==> src/rob_pkg.sv <==
package rob_pkg;

	// Defaults picked up by rob_top and passed down
	localparam int SS_WIDTH_DEF  = 2;
	localparam int ROB_DEPTH_DEF = 8; // Power of two, pointers wrap
	localparam int PREG_BITS_DEF = 6;

	// Architectural register index width
	localparam int ARCH_BITS = 5;

	// Operation class carried through to commit
	typedef enum logic [2:0] {
		OP_ALU    = 3'd0,
		OP_LOAD   = 3'd1,
		OP_STORE  = 3'd2,
		OP_BRANCH = 3'd3,
		OP_HALT   = 3'd4
	} op_class_e;

	// One row of the reorder buffer
	typedef struct packed {
		logic                     busy;      // Row holds a live instruction
		logic                     ready;     // Result broadcast seen
		logic [PREG_BITS_DEF-1:0] t_new;     // Destination tag from free list
		logic [PREG_BITS_DEF-1:0] t_old;     // Previous mapping, freed at retire
		logic [ARCH_BITS-1:0]     arch_dest;
		op_class_e                op;
		logic [31:0]              npc;
		logic                     taken;     // Written by branch resolution
		logic [31:0]              target;
	} rob_entry_t;

endpackage

==> src/rob.sv <==
`timescale 1ns/1ps

module rob #(
	parameter int SS_WIDTH  = rob_pkg::SS_WIDTH_DEF,
	parameter int ROB_DEPTH = rob_pkg::ROB_DEPTH_DEF,
	parameter int PREG_BITS = rob_pkg::PREG_BITS_DEF
) (
	input  logic                                         clock,
	input  logic                                         rst_n,
	input  logic                                         flush,

	// Dispatch, slot 0 oldest
	input  logic [SS_WIDTH-1:0]                          disp_valid,
	input  logic [SS_WIDTH-1:0][PREG_BITS-1:0]           t_new,
	input  logic [SS_WIDTH-1:0][PREG_BITS-1:0]           t_old,
	input  logic [SS_WIDTH-1:0][rob_pkg::ARCH_BITS-1:0]  arch_dest,
	input  rob_pkg::op_class_e [SS_WIDTH-1:0]            op,
	input  logic [SS_WIDTH-1:0][31:0]                    npc,
	output logic [SS_WIDTH-1:0]                          disp_ready,
	output logic [SS_WIDTH-1:0][$clog2(ROB_DEPTH)-1:0]   disp_idx,

	// Completion broadcasts
	input  logic [SS_WIDTH-1:0]                          cdb_valid,
	input  logic [SS_WIDTH-1:0][PREG_BITS-1:0]           cdb_tag,

	// Branch resolution, one per cycle
	input  logic                                         br_valid,
	input  logic [$clog2(ROB_DEPTH)-1:0]                 br_idx,
	input  logic                                         br_taken,
	input  logic [31:0]                                  br_target,

	// Retire, slot 0 oldest
	input  logic                                         ret_ready,
	output logic [SS_WIDTH-1:0]                          ret_valid,
	output logic [SS_WIDTH-1:0][PREG_BITS-1:0]           ret_t_new,
	output logic [SS_WIDTH-1:0][PREG_BITS-1:0]           ret_t_old,
	output logic [SS_WIDTH-1:0][rob_pkg::ARCH_BITS-1:0]  ret_arch_dest,
	output rob_pkg::op_class_e [SS_WIDTH-1:0]            ret_op,
	output logic [SS_WIDTH-1:0]                          ret_taken,
	output logic [SS_WIDTH-1:0][31:0]                    ret_target,

	output logic [$clog2(ROB_DEPTH+1)-1:0]               free_count
);
	import rob_pkg::*;

	localparam int IDX_BITS = $clog2(ROB_DEPTH);
	localparam int CNT_BITS = $clog2(ROB_DEPTH + 1);

	rob_entry_t [ROB_DEPTH-1:0] rows_q, rows_d;

	logic [IDX_BITS-1:0] head_q, head_d; // Oldest row
	logic [IDX_BITS-1:0] tail_q, tail_d; // Next free row
	logic [CNT_BITS-1:0] count_q, count_d; // Occupied rows

	logic [ROB_DEPTH-1:0][PREG_BITS-1:0] entry_tag;
	logic [ROB_DEPTH-1:0]                cam_hit;
	logic [SS_WIDTH-1:0]                 disp_hit;
	logic [ROB_DEPTH-1:0]                done;

	logic [SS_WIDTH-1:0][IDX_BITS-1:0] ret_idx;
	logic [CNT_BITS-1:0]               ret_cnt;
	logic [CNT_BITS-1:0]               free_ret; // Free rows once retirement is applied
	logic [CNT_BITS-1:0]               disp_cnt;
	logic [SS_WIDTH-1:0]               disp_fire;

	always_comb begin
		for (int e = 0; e < ROB_DEPTH; e++) begin
			entry_tag[e] = rows_q[e].t_new;
		end
	end

	// Wakeup of stored rows
	tag_cam #(
		.DEPTH    (ROB_DEPTH),
		.LANES    (SS_WIDTH),
		.TAG_BITS (PREG_BITS)
	) cam_i (
		.lane_valid (cdb_valid),
		.lane_tag   (cdb_tag),
		.entry_tag  (entry_tag),
		.hit        (cam_hit)
	);

	// Incoming tags can complete in the same cycle they dispatch
	tag_cam #(
		.DEPTH    (SS_WIDTH),
		.LANES    (SS_WIDTH),
		.TAG_BITS (PREG_BITS)
	) disp_cam_i (
		.lane_valid (cdb_valid),
		.lane_tag   (cdb_tag),
		.entry_tag  (t_new),
		.hit        (disp_hit)
	);

	always_comb begin
		for (int e = 0; e < ROB_DEPTH; e++) begin
			done[e] = rows_q[e].busy && (rows_q[e].ready || cam_hit[e]);
		end
	end

	// Retire scan, stops at the first row not done
	always_comb begin
		logic run;
		run = ~flush;
		ret_cnt = '0;
		for (int j = 0; j < SS_WIDTH; j++) begin
			ret_idx[j] = head_q + IDX_BITS'(j);
			run = run && done[ret_idx[j]];
			ret_valid[j] = run;
			if (run && ret_ready)
				ret_cnt = ret_cnt + 1'b1;
		end
	end

	// Retire payload straight from the table
	always_comb begin
		for (int j = 0; j < SS_WIDTH; j++) begin
			ret_t_new[j]     = rows_q[ret_idx[j]].t_new;
			ret_t_old[j]     = rows_q[ret_idx[j]].t_old;
			ret_arch_dest[j] = rows_q[ret_idx[j]].arch_dest;
			ret_op[j]        = rows_q[ret_idx[j]].op;
			if (br_valid && br_idx == ret_idx[j]) begin
				// Resolution landing on a retiring row
				ret_taken[j]  = br_taken;
				ret_target[j] = br_target;
			end else begin
				ret_taken[j]  = rows_q[ret_idx[j]].taken;
				ret_target[j] = rows_q[ret_idx[j]].target;
			end
		end
	end

	assign free_ret = CNT_BITS'(ROB_DEPTH) - count_q + ret_cnt;

	// Slot i needs i+1 free rows
	always_comb begin
		disp_cnt = '0;
		for (int i = 0; i < SS_WIDTH; i++) begin
			disp_ready[i] = ~flush && (free_ret > CNT_BITS'(i));
			disp_idx[i]   = tail_q + IDX_BITS'(i);
			disp_fire[i]  = disp_valid[i] && disp_ready[i];
			if (disp_fire[i])
				disp_cnt = disp_cnt + 1'b1;
		end
	end

	assign free_count = flush ? CNT_BITS'(ROB_DEPTH) : free_ret - disp_cnt;

	// Next-state table
	always_comb begin
		rows_d = rows_q;

		for (int e = 0; e < ROB_DEPTH; e++) begin
			if (rows_q[e].busy && cam_hit[e])
				rows_d[e].ready = 1'b1;
		end

		if (br_valid) begin
			rows_d[br_idx].taken  = br_taken;
			rows_d[br_idx].target = br_target;
		end

		for (int j = 0; j < SS_WIDTH; j++) begin
			if (ret_valid[j] && ret_ready)
				rows_d[ret_idx[j]].busy = 1'b0;
		end

		// Dispatch last, may reuse a row freed above
		for (int i = 0; i < SS_WIDTH; i++) begin
			if (disp_fire[i]) begin
				rows_d[disp_idx[i]].busy      = 1'b1;
				rows_d[disp_idx[i]].ready     = disp_hit[i];
				rows_d[disp_idx[i]].t_new     = t_new[i];
				rows_d[disp_idx[i]].t_old     = t_old[i];
				rows_d[disp_idx[i]].arch_dest = arch_dest[i];
				rows_d[disp_idx[i]].op        = op[i];
				rows_d[disp_idx[i]].npc       = npc[i];
				rows_d[disp_idx[i]].taken     = 1'b0;
				rows_d[disp_idx[i]].target    = npc[i]; // Fall-through until resolved
			end
		end

		head_d  = head_q + IDX_BITS'(ret_cnt);
		tail_d  = tail_q + IDX_BITS'(disp_cnt);
		count_d = count_q - ret_cnt + disp_cnt;

		if (flush) begin
			for (int e = 0; e < ROB_DEPTH; e++) begin
				rows_d[e].busy  = 1'b0;
				rows_d[e].ready = 1'b0;
			end
			head_d  = head_q;
			tail_d  = head_q; // Empty, restart at head
			count_d = '0;
		end
	end

	always_ff @(posedge clock or negedge rst_n) begin
		if (!rst_n) begin
			head_q  <= '0;
			tail_q  <= '0;
			count_q <= '0;
			for (int e = 0; e < ROB_DEPTH; e++) begin
				rows_q[e].busy  <= 1'b0;
				rows_q[e].ready <= 1'b0;
			end
		end else begin
			head_q  <= head_d;
			tail_q  <= tail_d;
			count_q <= count_d;
			rows_q  <= rows_d;
		end
	end

endmodule

==> src/rob_top.sv <==
`timescale 1ns/1ps

module rob_top #(
	parameter int SS_WIDTH  = rob_pkg::SS_WIDTH_DEF,
	parameter int ROB_DEPTH = rob_pkg::ROB_DEPTH_DEF,
	parameter int PREG_BITS = rob_pkg::PREG_BITS_DEF
) (
	input  logic                                         clock,
	input  logic                                         rst_n,
	input  logic                                         flush,

	input  logic [SS_WIDTH-1:0]                          disp_valid,
	input  logic [SS_WIDTH-1:0][PREG_BITS-1:0]           t_new,
	input  logic [SS_WIDTH-1:0][PREG_BITS-1:0]           t_old,
	input  logic [SS_WIDTH-1:0][rob_pkg::ARCH_BITS-1:0]  arch_dest,
	input  rob_pkg::op_class_e [SS_WIDTH-1:0]            op,
	input  logic [SS_WIDTH-1:0][31:0]                    npc,
	output logic [SS_WIDTH-1:0]                          disp_ready,
	output logic [SS_WIDTH-1:0][$clog2(ROB_DEPTH)-1:0]   disp_idx,

	input  logic [SS_WIDTH-1:0]                          cdb_valid,
	input  logic [SS_WIDTH-1:0][PREG_BITS-1:0]           cdb_tag,

	input  logic                                         br_valid,
	input  logic [$clog2(ROB_DEPTH)-1:0]                 br_idx,
	input  logic                                         br_taken,
	input  logic [31:0]                                  br_target,

	input  logic                                         ret_ready,
	output logic [SS_WIDTH-1:0]                          ret_valid,
	output logic [SS_WIDTH-1:0][PREG_BITS-1:0]           ret_t_new,
	output logic [SS_WIDTH-1:0][PREG_BITS-1:0]           ret_t_old,
	output logic [SS_WIDTH-1:0][rob_pkg::ARCH_BITS-1:0]  ret_arch_dest,
	output rob_pkg::op_class_e [SS_WIDTH-1:0]            ret_op,
	output logic [SS_WIDTH-1:0]                          ret_taken,
	output logic [SS_WIDTH-1:0][31:0]                    ret_target,

	output logic [$clog2(ROB_DEPTH+1)-1:0]               free_count
);

	rob #(
		.SS_WIDTH  (SS_WIDTH),
		.ROB_DEPTH (ROB_DEPTH),
		.PREG_BITS (PREG_BITS)
	) rob_i (
		.clock         (clock),
		.rst_n         (rst_n),
		.flush         (flush),
		.disp_valid    (disp_valid),
		.t_new         (t_new),
		.t_old         (t_old),
		.arch_dest     (arch_dest),
		.op            (op),
		.npc           (npc),
		.disp_ready    (disp_ready),
		.disp_idx      (disp_idx),
		.cdb_valid     (cdb_valid),
		.cdb_tag       (cdb_tag),
		.br_valid      (br_valid),
		.br_idx        (br_idx),
		.br_taken      (br_taken),
		.br_target     (br_target),
		.ret_ready     (ret_ready),
		.ret_valid     (ret_valid),
		.ret_t_new     (ret_t_new),
		.ret_t_old     (ret_t_old),
		.ret_arch_dest (ret_arch_dest),
		.ret_op        (ret_op),
		.ret_taken     (ret_taken),
		.ret_target    (ret_target),
		.free_count    (free_count)
	);

endmodule

==> src/tag_cam.sv <==
`timescale 1ns/1ps

module tag_cam #(
	parameter int DEPTH    = 8,
	parameter int LANES    = 2,
	parameter int TAG_BITS = 6
) (
	input  logic [LANES-1:0]               lane_valid,
	input  logic [LANES-1:0][TAG_BITS-1:0] lane_tag,
	input  logic [DEPTH-1:0][TAG_BITS-1:0] entry_tag,
	output logic [DEPTH-1:0]               hit
);

	// Per-lane match matrix, one row per stored tag
	logic [DEPTH-1:0][LANES-1:0] match;

	always_comb begin
		for (int e = 0; e < DEPTH; e++) begin
			for (int k = 0; k < LANES; k++) begin
				match[e][k] = lane_valid[k] && (lane_tag[k] == entry_tag[e]);
			end
		end
	end

	// Any lane hitting the entry wakes it up
	always_comb begin
		for (int e = 0; e < DEPTH; e++) begin
			hit[e] = |match[e];
		end
	end

endmodule
==> config.mk <==
export PLATFORM = sky130hd
export DESIGN_NAME = rob_top
export DESIGN_NICKNAME = d
export VERILOG_FILES = /design/src/rob_pkg.sv /design/src/rob.sv /design/src/rob_top.sv /design/src/tag_cam.sv
export SDC_FILE = /design/constraint.sdc
export NUM_CORES = 2
export LEC_CHECK = 0
export BUFFER_PORTS_ARGS = -buffer_cell sky130_fd_sc_hd__buf_2
export CORE_MARGIN = 3
export CORE_UTILIZATION = 35
export CTS_CLUSTER_SIZE = 16
export DETAILED_ROUTE_END_ITERATION = 16
export SLEW_MARGIN = 10
export SYNTH_ARGS = -nofsm -noshare
export SYNTH_HDL_FRONTEND = slang
export SYNTH_SLANG_ARGS = --single-unit
==> constraint.sdc <==
create_clock -name clock -period 9.5 [get_ports clock]
set_input_delay 1.425 -clock clock [delete_from_list [all_inputs] [get_ports clock]]
set_output_delay 1.425 -clock clock [all_outputs]
set_load 0.01 [all_outputs]
==> flow_summary_export.csv <==
group,metric,value,unit
outcome,status,"completed",
power_and_ir_drop,power_density,319,nW/µm²
detailed_routing,vias,31200,
clock_tree,clkTransAtPathRegs,0.06,ns
detailed_routing,drt_iter0_drc,4392,
clock_tree,cts_buffer_depth,3,
synth,synth_top_area_share,37.6,%
layout,fillCellCount,9612,
sta,hold_viol,0,
global_routing,grt_max_degree,142,
global_routing,grt-ovfl-total,0,
synth,ys_warn_count,0,
synth,yosysMostFrequentCell,"nand2_1",
synth,ys_seq_area_share,39.5,%
detailed_routing,ant_nets,0,
place,place_area,35500,µm²
min_path,hold_end,"rob_i.rows_q[241]",
min_path,holdPathStages,2,
setup_path,critical_path_class,"reg2out",
die,num_io_pins,281,
synth,yosysTopAreaCell,"edfxtp_1",
synth,synth_cell_types,81,
layout,fin_area,37200,µm²
layout,area_growth,10.1,%
place,portBuffers,280,
sta,drv_slew,0,
layout,seqCellArea,13400,µm²
global_routing,grt_pass1_wl,210000,µm
clock_tree,clock-root-buffer,"clkbuf_16",
clock_tree,cts_hold_buffers,0,
synth,ys_ff_latch,450,
power_and_ir_drop,total_leakage_power,13.3,nW
die,die_w,317,µm
synth,synth.area.top_cells,"edfxtp_1 38%, mux2i_1 13%, o21ai_0 6.1%",
clock_tree,cts_buffers,55,
detailed_routing,drc,0,
layout,nets,3918,
detailed_routing,drt-vias-per-instance,6.14,
setup_path,cp.required,8.08,ns
place,place_congestion,0.923,
die,fp-row-count,113,
detailed_routing,wirelength,147000,µm
setup_path,timing.rr.start,"rob_i.head_q[0]",
sta,clock.fmax,118,MHz
synth,syn_inst,3794,
synth,synthesis.area,33800,µm²
layout,multi_input_area,18300,µm²
min_path,min_from,"rob_i.rows_q[241]",
min_path,hp-class,"reg2reg",
detailed_routing,wl_per_cell,29.0,µm
setup_path,startpoint_type,"flop",
power_and_ir_drop,power,11.9,mW
synth,synth_common_cells,"461 x nand2_1, 448 x mux2i_1, 424 x edfxtp_1",
synth,synth_edf_count,424,
sta,final.setup.tns,0,ns
setup_path,endpoint_kind,"output port",
synth,avgSynthCellArea,8.92,µm²
sta,post-route-period-util,89.2,%
clock_tree,htreeDepth,2,
job,maxCapViolCount,0,
die,start_util,35.5,%
setup_path,cp_max_fo,40,
sta,min_period,8.47,ns
power_and_ir_drop,ir_worst_vdd,0.312,mV
clock_tree,clock_sinks,450,
sta,worstMarginPinSlew,1.20,ns
global_routing,grt_pass1_vias,29300,
sta,fin_skew,0.0352,ns
detailed_routing,dr.pass1.iters,8,
die,core_area,95400,µm²
die,die_area,100000,µm²
sta,finalSetupViolCount,0,
layout,drive_above_1_share,13.4,%
synth,async_flop_share,5.78,%
synth,ys.flop_type,"edfxtp_1",
die,die_y,317,µm
synth,synth_nets,3975,
setup_path,r2r_cells,21,
sta,maxSlewHeadroom,19.8,%
place,dp.final_hpwl,86200,µm
clock_tree,cts_resized,0,
sta,rsz0062_at_grt,"no",
clock_tree,cts_tree,"done",
clock_tree,clock_latency,0.64,ns
setup_path,r2r_slack,2.51,ns
setup_path,crit_arrival,7.04,ns
global_routing,antenna_found_initial,47,
clock_tree,post-cts-setup-buffers,0,
setup_path,timing.rr.end,"rob_i.rows_q[268]",
global_routing,track_usage,28.2,%
==> worst max path at each step <==
stage	from	end	slack, ns	depth (start not counted)
5_1_grt	rob_i.head_q[0]	free_count[2]	0.60	23
2_1_floorplan	cdb_tag[10]	free_count[1]	2.03	22
3_5_place_dp	cdb_tag[10]	free_count[2]	1.20	24
4_1_cts	rob_i.head_q[0]	free_count[2]	1.14	23
3_3_place_gp	cdb_tag[10]	free_count[2]	1.28	24
6_report	rob_i.head_q[0]	free_count[2]	1.03	24
==> area by class of cell <==
class,count,area share (%)
Antenna cell,29,0.195
Clock buffer,70,3.90
Clock inverter,32,0.716
Inverter,30,0.302
Multi-Input combinational cell,2845,49.2
Sequential cell,450,35.9
Tap cell,1265,4.25
Timing Repair Buffer,355,5.47
==> registers in the layout, summed over array words and instances (netlist names) <==
signal / count
rob_i.count_q: 4
rob_i.entry_tag: 48
rob_i.tail_q: 3
rob_i.rows_q: 392
rob_i.head_q: 3
==> layout by cell type (no fill, tap or decap), drive strengths merged, types with 16 or more instances in the layout <==
master | synthesis | final
nand2 | 462 | 462
xnor2 | 68 | 68
o21ai | 431 | 431
nor2 | 381 | 381
edfxtp | 424 | 424
diode | 0 | 29
dfrtp | 26 | 26
a221oi | 122 | 122
clkbuf | 238 | 70
a21oi | 286 | 286
nor4 | 20 | 20
a31oi | 54 | 54
buf | 231 | 355
nor3 | 35 | 35
xor2 | 69 | 69
mux2i | 448 | 448
a22o | 105 | 105
clkinv | 1 | 25
nand3 | 23 | 23
inv | 29 | 30
nand4 | 47 | 47
mux2 | 16 | 16
a22oi | 158 | 158
==> per-layer routing <==
metal	global-route usage, %	vias to the layer above	wire [µm]
met1	37.2	14700	58500
met2	43.4	2084	65000
met3	7.37	454	16500
li1	-	13900	-
met5	0	-	86
met4	12.9	14	7050
==> report_power, final <==
part	internal (mW)	total, mW	switching (mW)
sequential	2.80	3.29	0.496
combinational	2.21	6.49	4.28
clock	1.18	2.11	0.922
total	6.19	11.9	5.70
==> kinds of logic (layout without fill, tap and decap cells) <==
logic type / after synthesis / in the layout / synth area share (%)
XOR/XNOR: 137 / 137 / 3.65
multiplexers: 467 / 467 / 14.0
buffers and inverters: 499 / 487 / 6.83
AO/OA/AOI/OAI: 1210 / 1210 / 22.6
AND/OR/NAND/NOR: 1011 / 1011 / 12.6
adder cells (fa/ha/maj): 20 / 20 / 0.873
other: 0 / 29 / 0
flip-flops: 450 / 450 / 39.5
==> stage by stage <==
step	utilization, %	setup WS (ns)	instances	hold WS [ns]
floorplan	-	2.03	3794	0.573
global placement	37.1	1.28	4945	0.650
detailed placement	37.1	1.20	4945	0.662
CTS	39.0	1.14	5047	0.675
global route	39.0	0.601	5058	0.713
finish	39.0	1.03	5076	0.687
==> critical path, stage by stage, from the launching register on <==
cell,delay (ns)
dfrtp_2,0.73
buf_4,0.37
and3_2,0.25
buf_4,0.73
o21ai_0,0.25
o21ai_2,0.30
a21oi_1,0.14
nand3_4,0.16
nor4_1,0.10
ha_1,0.34
inv_1,0.05
ha_1,0.21
fa_1,0.41
xnor2_1,0.31
and2_4,0.27
a31oi_1,0.09
buf_4,0.19
and2_1,0.16
ha_1,0.33
ha_1,0.15
inv_1,0.06
fa_1,0.43
xnor2_1,0.16
nor2_1,0.05
buf_2,0.15
Power figures use the tool's default switching activity.
